<file path="src/design/dw_shift_consts.svh">
`ifndef DW_SHIFT_CONSTS_SVH
`define DW_SHIFT_CONSTS_SVH

// Data path
`define DW_WORD_WIDTH   8   // Bits per unit word
`define DW_UNITS        4   // Words per member
`define DW_MEMBERS      24  // Members per input beat
`define DW_BITS_MEMBERS 5   // Member index width

// Second stage holds a third of a beat
`define DW_SLOTS        8

// User word layout
`define DW_TUSER_WIDTH  8
`define DW_BITS_KW2     3
`define DW_BITS_SW      3
`define DW_I_KW2        2   // Kernel half width starts here
`define DW_I_SW_1       5   // Stride minus one starts here

`endif
</file>
<file path="src/design/dw_shift_pkg.sv">
`default_nettype none

`include "dw_shift_consts.svh"

package dw_shift_pkg;

  // User word fields, MSB first
  typedef struct packed {
    logic [`DW_TUSER_WIDTH-`DW_I_SW_1-1:0] sw_1;   // Stride minus one
    logic [`DW_BITS_KW2-1:0]               kw2;    // Half kernel width
    logic [`DW_I_KW2-1:0]                  flags;  // Not decoded here
  } user_fields_t;

  // Same word, either carried as is or decoded
  typedef union packed {
    logic [`DW_TUSER_WIDTH-1:0] raw;
    user_fields_t               fields;
  } user_word_u;

  // One member of a beat
  typedef struct packed {
    logic [`DW_UNITS-1:0][`DW_WORD_WIDTH-1:0] data;
    user_word_u                               user;
    logic                                     keep;
  } member_t;

endpackage

`default_nettype wire

</file>
<file path="src/design/dw_shift.sv">
`timescale 1ns/10ps
`default_nettype none

`include "dw_shift_consts.svh"

module dw_shift (
  input  wire                                                     aclk,
  input  wire                                                     i_rst_n,
  input  wire                                                     i_s_valid,
  input  wire                                                     i_s_last,
  output logic                                                    o_s_ready,
  input  wire  [`DW_MEMBERS-1:0][`DW_UNITS-1:0][`DW_WORD_WIDTH-1:0] i_s_data,
  input  wire  [`DW_MEMBERS-1:0][`DW_TUSER_WIDTH-1:0]               i_s_user,
  input  wire  [`DW_MEMBERS-1:0]                                    i_s_keep,
  input  wire                                                     i_m_ready,
  output logic                                                    o_m_valid,
  output logic                                                    o_m_last,
  output logic [`DW_UNITS-1:0][`DW_WORD_WIDTH-1:0]                  o_m_data,
  output logic [`DW_TUSER_WIDTH-1:0]                                o_m_user
);

  // Replayed beat between the stages
  logic                                                    mid_valid;
  logic                                                    mid_ready;
  logic                                                    mid_last;
  logic [`DW_MEMBERS-1:0][`DW_UNITS-1:0][`DW_WORD_WIDTH-1:0] mid_data;
  logic [`DW_MEMBERS-1:0][`DW_TUSER_WIDTH-1:0]               mid_user;
  logic [`DW_MEMBERS-1:0]                                    mid_keep;

  dw_shift_members dw_shift_members_inst (
    .aclk      (aclk),
    .i_rst_n   (i_rst_n),
    .i_s_valid (i_s_valid),
    .i_s_last  (i_s_last),
    .o_s_ready (o_s_ready),
    .i_s_data  (i_s_data),
    .i_s_user  (i_s_user),
    .i_s_keep  (i_s_keep),
    .i_m_ready (mid_ready),
    .o_m_valid (mid_valid),
    .o_m_last  (mid_last),
    .o_m_data  (mid_data),
    .o_m_user  (mid_user),
    .o_m_keep  (mid_keep)
  );

  dw_shift_select dw_shift_select_inst (
    .aclk      (aclk),
    .i_rst_n   (i_rst_n),
    .i_s_valid (mid_valid),
    .i_s_last  (mid_last),
    .o_s_ready (mid_ready),
    .i_s_data  (mid_data),
    .i_s_user  (mid_user),
    .i_s_keep  (mid_keep),
    .i_m_ready (i_m_ready),
    .o_m_valid (o_m_valid),
    .o_m_last  (o_m_last),
    .o_m_data  (o_m_data),
    .o_m_user  (o_m_user)
  );

endmodule

`default_nettype wire

</file>
<file path="src/design/dw_shift_select.sv">
`timescale 1ns/10ps
`default_nettype none

`include "dw_shift_consts.svh"

module dw_shift_select (
  input  wire                                                     aclk,
  input  wire                                                     i_rst_n,
  input  wire                                                     i_s_valid,
  input  wire                                                     i_s_last,
  output logic                                                    o_s_ready,
  input  wire  [`DW_MEMBERS-1:0][`DW_UNITS-1:0][`DW_WORD_WIDTH-1:0] i_s_data,
  input  wire  [`DW_MEMBERS-1:0][`DW_TUSER_WIDTH-1:0]               i_s_user,
  input  wire  [`DW_MEMBERS-1:0]                                    i_s_keep,
  input  wire                                                     i_m_ready,
  output logic                                                    o_m_valid,
  output logic                                                    o_m_last,
  output logic [`DW_UNITS-1:0][`DW_WORD_WIDTH-1:0]                  o_m_data,
  output logic [`DW_TUSER_WIDTH-1:0]                                o_m_user
);

  import dw_shift_pkg::*;

  localparam logic RX    = 1'b0;
  localparam logic TX    = 1'b1;
  localparam int   N_CFG = 5;

  member_t [`DW_MEMBERS-1:0] word_s;
  member_t [`DW_SLOTS-1:0]   pick_mux [N_CFG];  // One slot set per layer config
  member_t [`DW_SLOTS-1:0]   slots_s;
  member_t [`DW_SLOTS-1:0]   slots_q;
  member_t [`DW_SLOTS-1:0]   slots_d;
  user_word_u                in_user;
  logic [2:0]                cfg_sel;
  logic                      next_keep;
  logic                      state;
  logic                      state_next;
  logic                      slots_en;
  logic                      last_q;

  // Pick spacing j = kw + sw - 1
  function automatic int pick_step(input int c);
    case (c)
      0:       return 1;
      1:       return 3;
      2:       return 5;
      3:       return 8;
      default: return 14;
    endcase
  endfunction

  always_comb begin
    for (int m = 0; m < `DW_MEMBERS; m++) begin
      word_s[m].data     = i_s_data[m];
      word_s[m].user.raw = i_s_user[m];
      word_s[m].keep     = i_s_keep[m];
    end
  end

  assign in_user = i_s_user[`DW_MEMBERS-1];

  always_comb begin
    case ({in_user.fields.kw2, in_user.fields.sw_1})
      {`DW_BITS_KW2'(1), `DW_BITS_SW'(0)}: cfg_sel = 3'd1;
      {`DW_BITS_KW2'(2), `DW_BITS_SW'(0)}: cfg_sel = 3'd2;
      {`DW_BITS_KW2'(3), `DW_BITS_SW'(1)}: cfg_sel = 3'd3;
      {`DW_BITS_KW2'(5), `DW_BITS_SW'(3)}: cfg_sel = 3'd4;
      default:                            cfg_sel = 3'd0;
    endcase
  end

  // Slot s takes member s*j + j-1, members past the last slot drop
  always_comb begin
    int m;
    for (int c = 0; c < N_CFG; c++) begin
      pick_mux[c] = '0;
      for (int s = 0; s < `DW_SLOTS; s++) begin
        m = s * pick_step(c) + pick_step(c) - 1;
        if (m < `DW_MEMBERS) begin
          pick_mux[c][s] = word_s[m];
        end
      end
    end
  end

  assign slots_s   = pick_mux[cfg_sel];
  assign next_keep = slots_q[1].keep;

  always_comb begin
    state_next = state;
    slots_en   = 1'b0;
    slots_d    = slots_s;
    case (state)
      RX: begin
        slots_en = i_s_valid;
        if (i_s_valid) begin
          state_next = TX;
        end
      end
      default: begin
        slots_en = i_m_ready;
        slots_d  = {member_t'(0), slots_q[`DW_SLOTS-1:1]};  // Next slot to the front
        if (i_m_ready && !next_keep) begin
          state_next = RX;
        end
      end
    endcase
  end

  always_ff @(posedge aclk or negedge i_rst_n) begin
    if (!i_rst_n) begin
      state     <= RX;
      o_s_ready <= 1'b1;
      last_q    <= 1'b0;
    end else begin
      state     <= state_next;
      o_s_ready <= (state_next == RX);
      if (o_s_ready && i_s_valid) begin
        last_q <= i_s_last;
      end
    end
  end

  always_ff @(posedge aclk) begin
    if (slots_en) begin
      slots_q <= slots_d;
    end
  end

  // Slot contents only count once loaded
  assign o_m_valid = (state == TX) & slots_q[0].keep;
  assign o_m_last  = (state == TX) & last_q & ~next_keep;
  assign o_m_data  = slots_q[0].data;
  assign o_m_user  = slots_q[0].user.raw;

endmodule

`default_nettype wire

</file>
<file path="src/design/dw_shift_members.sv">
`timescale 1ns/10ps
`default_nettype none

`include "dw_shift_consts.svh"

module dw_shift_members (
  input  wire                                                     aclk,
  input  wire                                                     i_rst_n,
  input  wire                                                     i_s_valid,
  input  wire                                                     i_s_last,
  output logic                                                    o_s_ready,
  input  wire  [`DW_MEMBERS-1:0][`DW_UNITS-1:0][`DW_WORD_WIDTH-1:0] i_s_data,
  input  wire  [`DW_MEMBERS-1:0][`DW_TUSER_WIDTH-1:0]               i_s_user,
  input  wire  [`DW_MEMBERS-1:0]                                    i_s_keep,
  input  wire                                                     i_m_ready,
  output logic                                                    o_m_valid,
  output logic                                                    o_m_last,
  output logic [`DW_MEMBERS-1:0][`DW_UNITS-1:0][`DW_WORD_WIDTH-1:0] o_m_data,
  output logic [`DW_MEMBERS-1:0][`DW_TUSER_WIDTH-1:0]               o_m_user,
  output logic [`DW_MEMBERS-1:0]                                    o_m_keep
);

  import dw_shift_pkg::*;

  localparam logic RX = 1'b0;
  localparam logic TX = 1'b1;

  member_t [`DW_MEMBERS-1:0]     word_s;  // Incoming beat
  member_t [`DW_MEMBERS-1:0]     word_q;
  member_t [`DW_MEMBERS-1:0]     word_d;
  user_fields_t                  cfg;
  logic [`DW_BITS_MEMBERS-1:0]   tap_idx;
  logic                          tap_keep;
  logic                          state;
  logic                          state_next;
  logic                          word_en;
  logic                          last_q;

  always_comb begin
    for (int m = 0; m < `DW_MEMBERS; m++) begin
      word_s[m].data     = i_s_data[m];
      word_s[m].user.raw = i_s_user[m];
      word_s[m].keep     = i_s_keep[m];
      o_m_data[m]        = word_q[m].data;
      o_m_user[m]        = word_q[m].user.raw;
      o_m_keep[m]        = word_q[m].keep;
    end
  end

  // Layer config rides in every member, top one survives the shifts
  assign cfg = word_q[`DW_MEMBERS-1].user.fields;

  always_comb begin
    case ({cfg.kw2, cfg.sw_1})
      {`DW_BITS_KW2'(1), `DW_BITS_SW'(0)}: tap_idx = `DW_BITS_MEMBERS'(1);   // 3x1
      {`DW_BITS_KW2'(2), `DW_BITS_SW'(0)}: tap_idx = `DW_BITS_MEMBERS'(3);   // 5x1
      {`DW_BITS_KW2'(3), `DW_BITS_SW'(1)}: tap_idx = `DW_BITS_MEMBERS'(6);   // 7x2
      {`DW_BITS_KW2'(5), `DW_BITS_SW'(3)}: tap_idx = `DW_BITS_MEMBERS'(12);  // 11x4
      default: tap_idx = `DW_BITS_MEMBERS'(`DW_MEMBERS - 2);                // 1x1
    endcase
  end

  // Another copy follows while the tap member is kept
  assign tap_keep = word_q[tap_idx].keep;

  always_comb begin
    state_next = state;
    word_en    = 1'b0;
    word_d     = word_s;
    case (state)
      RX: begin
        word_en = i_s_valid;
        if (i_s_valid) begin
          state_next = TX;
        end
      end
      default: begin
        word_en = i_m_ready;
        word_d  = {word_q[`DW_MEMBERS-2:0], member_t'(0)};  // Up one member
        if (i_m_ready && !tap_keep) begin
          state_next = RX;
        end
      end
    endcase
  end

  always_ff @(posedge aclk or negedge i_rst_n) begin
    if (!i_rst_n) begin
      state     <= RX;
      o_s_ready <= 1'b1;
      last_q    <= 1'b0;
    end else begin
      state     <= state_next;
      o_s_ready <= (state_next == RX);
      if (o_s_ready && i_s_valid) begin
        last_q <= i_s_last;
      end
    end
  end

  always_ff @(posedge aclk) begin
    if (word_en) begin
      word_q <= word_d;
    end
  end

  assign o_m_valid = (state == TX);
  assign o_m_last  = o_m_valid & last_q & ~tap_keep;  // Final copy only

endmodule

`default_nettype wire

</file>
<file path="config.mk">
export PLATFORM = sky130hd
export DESIGN_NAME = dw_shift
export DESIGN_NICKNAME = d
export VERILOG_FILES = /design/src/design/dw_shift_pkg.sv /design/src/design/dw_shift.sv /design/src/design/dw_shift_select.sv /design/src/design/dw_shift_members.sv
export VERILOG_INCLUDE_DIRS = /design/src /design/src/design
export SDC_FILE = /design/constraint.sdc
export NUM_CORES = 2
export LEC_CHECK = 0
export BUFFER_PORTS_ARGS = -buffer_cell sky130_fd_sc_hd__buf_2
export CAP_MARGIN = 10
export CORE_AREA = 5 5 402 404
export CTS_CLUSTER_DIAMETER = 50
export DETAILED_ROUTE_END_ITERATION = 8
export DIE_AREA = 0 0 407 409
export GPL_ROUTABILITY_DRIVEN = 1
export PLACE_DENSITY_LB_ADDON = 0.1
export SYNTH_ARGS = -nofsm -noshare
export SYNTH_HDL_FRONTEND = slang
export SYNTH_SLANG_ARGS = --single-unit
</file>
<file path="constraint.sdc">
create_clock -name aclk -period 165.7 [get_ports aclk]
set_input_delay 8.285 -clock aclk [delete_from_list [all_inputs] [get_ports aclk]]
set_output_delay 8.285 -clock aclk [all_outputs]
set_load 0.01 [all_outputs]
</file>
Yosys cells after proc, flatten, opt, wreduce, memory -nomap -nowiden
Index checks and enable logic that the tools add are counted.
{"block": "totals", "out_inout_bits": 43, "in_bits": 989, "register_bits": 1318, "elab_cells": 237}
{"block": "classes", "n_eq_ne": 4, "n_bitwise": 10, "muxes": 17, "n_reduce_logical": 6, "n_lt_le_gt_ge": 2}
{"operator": "binary-select mux 328 bit (select 3 bit)", "count": 1}
{"operator": "2-to-1 mux 984 bit", "count": 1}
{"operator": "2-to-1 mux 328 bit", "count": 2}
{"operator": "2-to-1 mux 287 bit", "count": 1}
{"operator": "binary-select mux 41 bit (select 5 bit)", "count": 1}
{"operator": "one-hot mux 5 bit (4 select lines)", "count": 1}
{"operator": "equality test 6 x 5 -> 1 bit (second input constant)", "count": 2}
{"operator": "one-hot mux 3 bit (4 select lines)", "count": 1}
{"operator": "2-to-1 mux 1 bit", "count": 9}
{"operator": "equality test 6 x 4 -> 1 bit (second input constant)", "count": 1}
{"operator": "equality test 6 bit (second input constant)", "count": 1}
{"operator": "< comparator 5 x 6 -> 1 bit (second input constant)", "count": 1}
{"operator": "bitwise AND 1 bit", "count": 5}
{"operator": ">= comparator 4 bit (second input constant)", "count": 1}
{"operator": "logical AND 1 bit", "count": 4}
{"operator": "NOT 1 bit", "count": 4}
{"operator": "NOT 3 -> 4 bit", "count": 1}
{"operator": "zero test 1 bit", "count": 2}

Longest topological paths before layout
{"block": "logic_depth", "ltp_word": 9, "mapped_depth": 9, "ltp_nobuf": 5}

Cells and area by module
A second synthesis with hierarchy kept.
{"block": "unflattened", "cells_unflattened": 3944, "hier_area_um2": 60304.1}
{"module": "dw_shift_members", "instances": 1, "seq_area_each_um2": 29624.7, "area_each_um2": 41293.4, "cells_each": 2111}
{"module": "dw_shift_select", "instances": 1, "seq_area_each_um2": 9925.8, "area_each_um2": 19010.7, "cells_each": 1833}

Worst setup path before layout
No wires, ideal clock.
{"block": "synth_timing", "kind": "input-to-reg", "from": "input port i_s_valid", "to": "register dw_shift_members_inst.word_q, in the netlist dw_shift_members_inst.cfg[0], enable pin", "path_buffers": 0, "slack_ps": 85426, "t_arrival_ps": 76573, "stages": 2, "cell_sequence": "inv_1 > o21ai_0"}
{"block": "synth_between", "elab_chain_cells": 1}
{"item": "start: declaration", "line": "dw_shift.sv:9", "source": "input wire i_s_valid,"}
{"item": "2-to-1 mux 1 bit", "line": "dw_shift_members.sv:70", "source": "case (state)"}
{"item": "named net dw_shift_members_inst.word_en", "line": "dw_shift_members.sv:36", "source": "logic word_en;"}
{"item": "end signal: assignment", "line": "dw_shift_members.sv:103", "source": "word_q <= word_d;"}
{"item": "end: declaration", "line": "dw_shift_members.sv:29", "source": "member_t [`DW_MEMBERS-1:0] word_q;"}
The timed path passes the listed nets, and every way through them passes these cells.
A chain may end at the register's enable or synchronous reset.

Worst setup path after layout
{"block": "layout_timing", "from": "input port i_s_valid", "to": "register dw_shift_members_inst.word_q, in the netlist dw_shift_members_inst.o_m_data[727], enable pin"}
The elaborated chain is that of the path after synthesis.

==> impl_metrics.ini <==
[sta]
tns_ns = 0
hold_viol = 0
min_period_ns = 13.05
fin_crit_sh_pct = 7.874
clock_skew_ns = 0.04870
rsz0062_at_grt = no
drv_slew = 0
maxSlewHeadroom_pct = 8.342
setup_viol_count_final = 0
tightest_slew_ns = 1.375
fmax_mhz = 76.64

[critical_path]
rrSetupSlack_ns = 159.55
path_class = in2reg
worst_ep_required_time_ns = 166.09
cp_common_cell = buf_4
r2r_cells = 7
crit_slowest_cell = buf_4
critical_path_buf_inv_count = 7
worst-path-max-fanout = 147
crit_chain = buf_2 > inv_1 > o21ai_4 > buf_12 > buf_4 > buf_4 > buf_4 > buf_4
critPathArrivalTime_ns = 13.44
r2r-start = dw_shift_members_inst.o_m_valid$_DFF_PN0_
critPathMaxStageDelay_ns = 0.91
startpoint_type = input port
crit_family = buffers and inverters
cp-end-kind = register
rr_endpoint = dw_shift_members_inst.o_m_data[727]$_DFFE_PP_

[logic_synthesis]
synth_area_sq_um = 60470
synthXorXnorAreaFrac_pct = 0.04345
syn_area_per_cell_sq_um = 14.70
yosys-top-cells-area = edfxtp_1 (65%), mux2_2 (18%), nand2_1 (3.8%)
yosysTopAreaCell = edfxtp_1
synth_compound_area_share_pct = 6.795
synthSimpleGateAreaFrac_pct = 5.881
syn-num-nets = 5103
ys_seq_area_share_pct = 65.41
syn_inst = 4114
ys_async_sr_fraction_pct = 0.4552
synth-seq-cells = 1318
ys.flop_type = edfxtp_1
yosysWarningCount = 0
synth_edf_count = 1312
synth_top_family_by_area = multiplexers
synthAdderAreaFrac_pct = 0
synthMuxAreaShare_pct = 19.25
synth_top_cell_area_share_pct = 65.15
ys_types = 52

[clock_network]
post_cts_buffers = 0
path_clk_slew_ns = 0.05
cts-root-buf = clkbuf_16
insertion_delay_ns = 0.78
cts-hold-fix-buffers = 0
cts_buffers = 172
post_cts_resized = 0
cts_tree = built
cts_sinks = 1318
htreeDepth = 4
clockBufferDepth = 3

[route]
wl_per_cell_um = 28.64
route.detailed.drc = 0
detail_route.first_pass.iterations = 6
num_vias = 39850
drt_wl_total_um = 208600
viasPerCell = 5.470
drt-initial-drc-count = 3215
drt.antenna.violating_nets = 0

[place]
place_congestion = 0.8540
portBuffers = 1031
dpl.cell_count = 6932
dpl.hpwl_um = 145300

[layout]
instances_no_fill = 7285
drive_gt1_share_pct = 45.47
areaGrowthSynthToFinish_pct = 20.94
final_nets = 6023

[power_and_ir_drop]
leakagePower_nw = 27.47
sw_frac_of_total_pct = 32.56
p_int_mw = 1.080
vdd_drop_max_v = 0.00001936
powerDensity_nw_per_um2 = 21.89
switching_power_uw = 521.2
pwr-share-seq_pct = 45.1
p_clk_share_pct = 23.6
pwr-share-comb_pct = 31.2

[global_routing]
antenna_found_initial = 114
grt.total_usage_pct = 24.07
grt_max_degree = 161
grt_pass1_wl_um = 290000
grt_pass1_vias = 40280
grt.overflow.total = 0
grt_use_met1_pct = 31.09
met2_usage_pct = 40.52
use_met3_pct = 5.807
grt_busiest_layer = met2

[outcome]
status = finished clean

[job]
max_cap_violations = 0

[worst_hold_path]
hp-start = dw_shift_select_inst.last_q$_DFFE_PN0P_
min_to = dw_shift_select_inst.last_q$_DFFE_PN0P_
hp-class = reg2reg
hold_depth = 2

[die]
dieArea_sq_um = 166500
start_util_pct = 38.40
io-pin-count = 1032
std_cell_rows = 146
die_y_um = 409
die_x_um = 407
core-area_sq_um = 157500
==> worst register-to-register path: stages, from the launching register on <==
cell,delay [ns]
dfrtp_4,0.71
nand2_1,0.39
o21ai_4,0.49
buf_12,0.60
buf_4,1.02
buf_4,0.79
buf_4,0.75
buf_4,0.95
==> registers in the layout, summed over array words and instances (netlist names), 8 cells and up <==
name and cells:
dw_shift_select_inst.slots_q 287, dw_shift_select_inst.o_m_data 32, dw_shift_select_inst.o_m_user 8, dw_shift_members_inst.o_m_user 184
dw_shift_members_inst.o_m_data 768, dw_shift_members_inst.o_m_keep 24, dw_shift_members_inst.cfg 8
==> metrics by stage <==
| step | worst slack, ns | hold slack (ns) | utilization [%] | power [mW] | instance area, sq um |
|---|---|---|---|---|---|
| after CTS | 152.73 | 0.4855 | 46.38 | 1.615 | 73040 |
| after global placement | 151.94 | 0.4628 | 42.69 | 1.223 | 67230 |
| after detailed placement | 151.89 | 0.4737 | 42.69 | 1.230 | 67230 |
| final | 152.65 | 0.4821 | 46.44 | 1.601 | 73130 |
| after global routing | 152.35 | 0.5094 | 46.40 | 1.680 | 73060 |
| after floorplan | 85.43 | 0.4421 | - | 1.476 | 60470 |
==> worst max-delay path by stage <==
stage          startpoint                                          endpoint  slack, ns  cells past startpoint
6_report        i_s_valid     dw_shift_members_inst.o_m_data[727]$_DFFE_PP_     152.65                      8
5_1_grt         i_s_valid     dw_shift_members_inst.o_m_data[727]$_DFFE_PP_     152.35                      8
2_1_floorplan   i_s_valid            dw_shift_members_inst.cfg[0]$_DFFE_PP_      85.43                      2
4_1_cts         i_s_valid  dw_shift_members_inst.o_m_data[25]$_SDFFCE_PP0P_     152.73                      8
3_5_place_dp    i_s_valid  dw_shift_members_inst.o_m_data[25]$_SDFFCE_PP0P_     151.89                      8
3_3_place_gp    i_s_valid  dw_shift_members_inst.o_m_data[25]$_SDFFCE_PP0P_     151.94                      8
==> cells by family after synthesis <==
family | after synthesis
flops | 1318
buf+inv | 345
xor+xnor | 3
compound gates | 571
mux | 1043
simple gates | 834
==> final cells by class <==
cell class                 count  area [sq um]
timing repair buffer        1087          5655
clock buffer                 206          4608
clock inverter               109          1201
inverter                       4         15.01
multi-input combinational   2451         19410
sequential                  1318         39560
antenna                       38         95.09
fill                       14360         84330
tap                         2072          2592
==> cell usage in the layout (no fill, tap or decap), drive strengths merged, types with 25 or more instances in the layout <==
| master | netlist | routed |
|---|---|---|
| mux2i | 86 | 86 |
| a2bb2oi | 32 | 32 |
| clkinv | 0 | 60 |
| clkbuf | 200 | 206 |
| buf | 141 | 1087 |
| nand2 | 606 | 606 |
| nand3 | 118 | 118 |
| edfxtp | 1312 | 1312 |
| a21boi | 41 | 41 |
| mux2 | 957 | 957 |
| a32o | 60 | 60 |
| a21oi | 60 | 60 |
| a221oi | 39 | 39 |
| a31oi | 34 | 34 |
| o21ai | 169 | 169 |
| a221o | 37 | 37 |
| diode | 0 | 38 |
| o22ai | 33 | 33 |
| nor2b | 42 | 42 |
| nor2 | 25 | 25 |
==> power by group through the flow <==
stage	Sequential [mW]	Clock, mW	Combinational, mW
after floorplan	1.10	0	0.375
after global placement	0.725	0	0.498
after detailed placement	0.728	0	0.502
after CTS	0.723	0.386	0.505
after global routing	0.736	0.401	0.543
final	0.723	0.378	0.500
==> synthesized netlist by cell type (all sizes together) (2+ instances only) <==
cell type,number
a22o,18
a32o,60
nor3,2
a31oi,34
o21ai,169
mux2,957
nor2,25
nor4,2
a32oi,21
and2,3
o22ai,33
buf,141
a21boi,41
nand2b,3
and3,4
or4,5
mux2i,86
nor2b,42
a22oi,12
edfxtp,1312
a221oi,39
nand3,118
clkbuf,200
or2,2
a221o,37
o211ai,4
a21oi,60
nand2,606
o31ai,3
a311o,3
nor3b,20
xnor2,2
dfstp,2
a2bb2oi,32
dfrtp,4
inv,4
==> routing by layer <==
metal	vias up	wire, um
met5	-	319
met4	52	6125
met3	388	15550
met2	1521	101800
met1	20190	84790
li1	17700	-
Power figures use the tool's default switching activity.
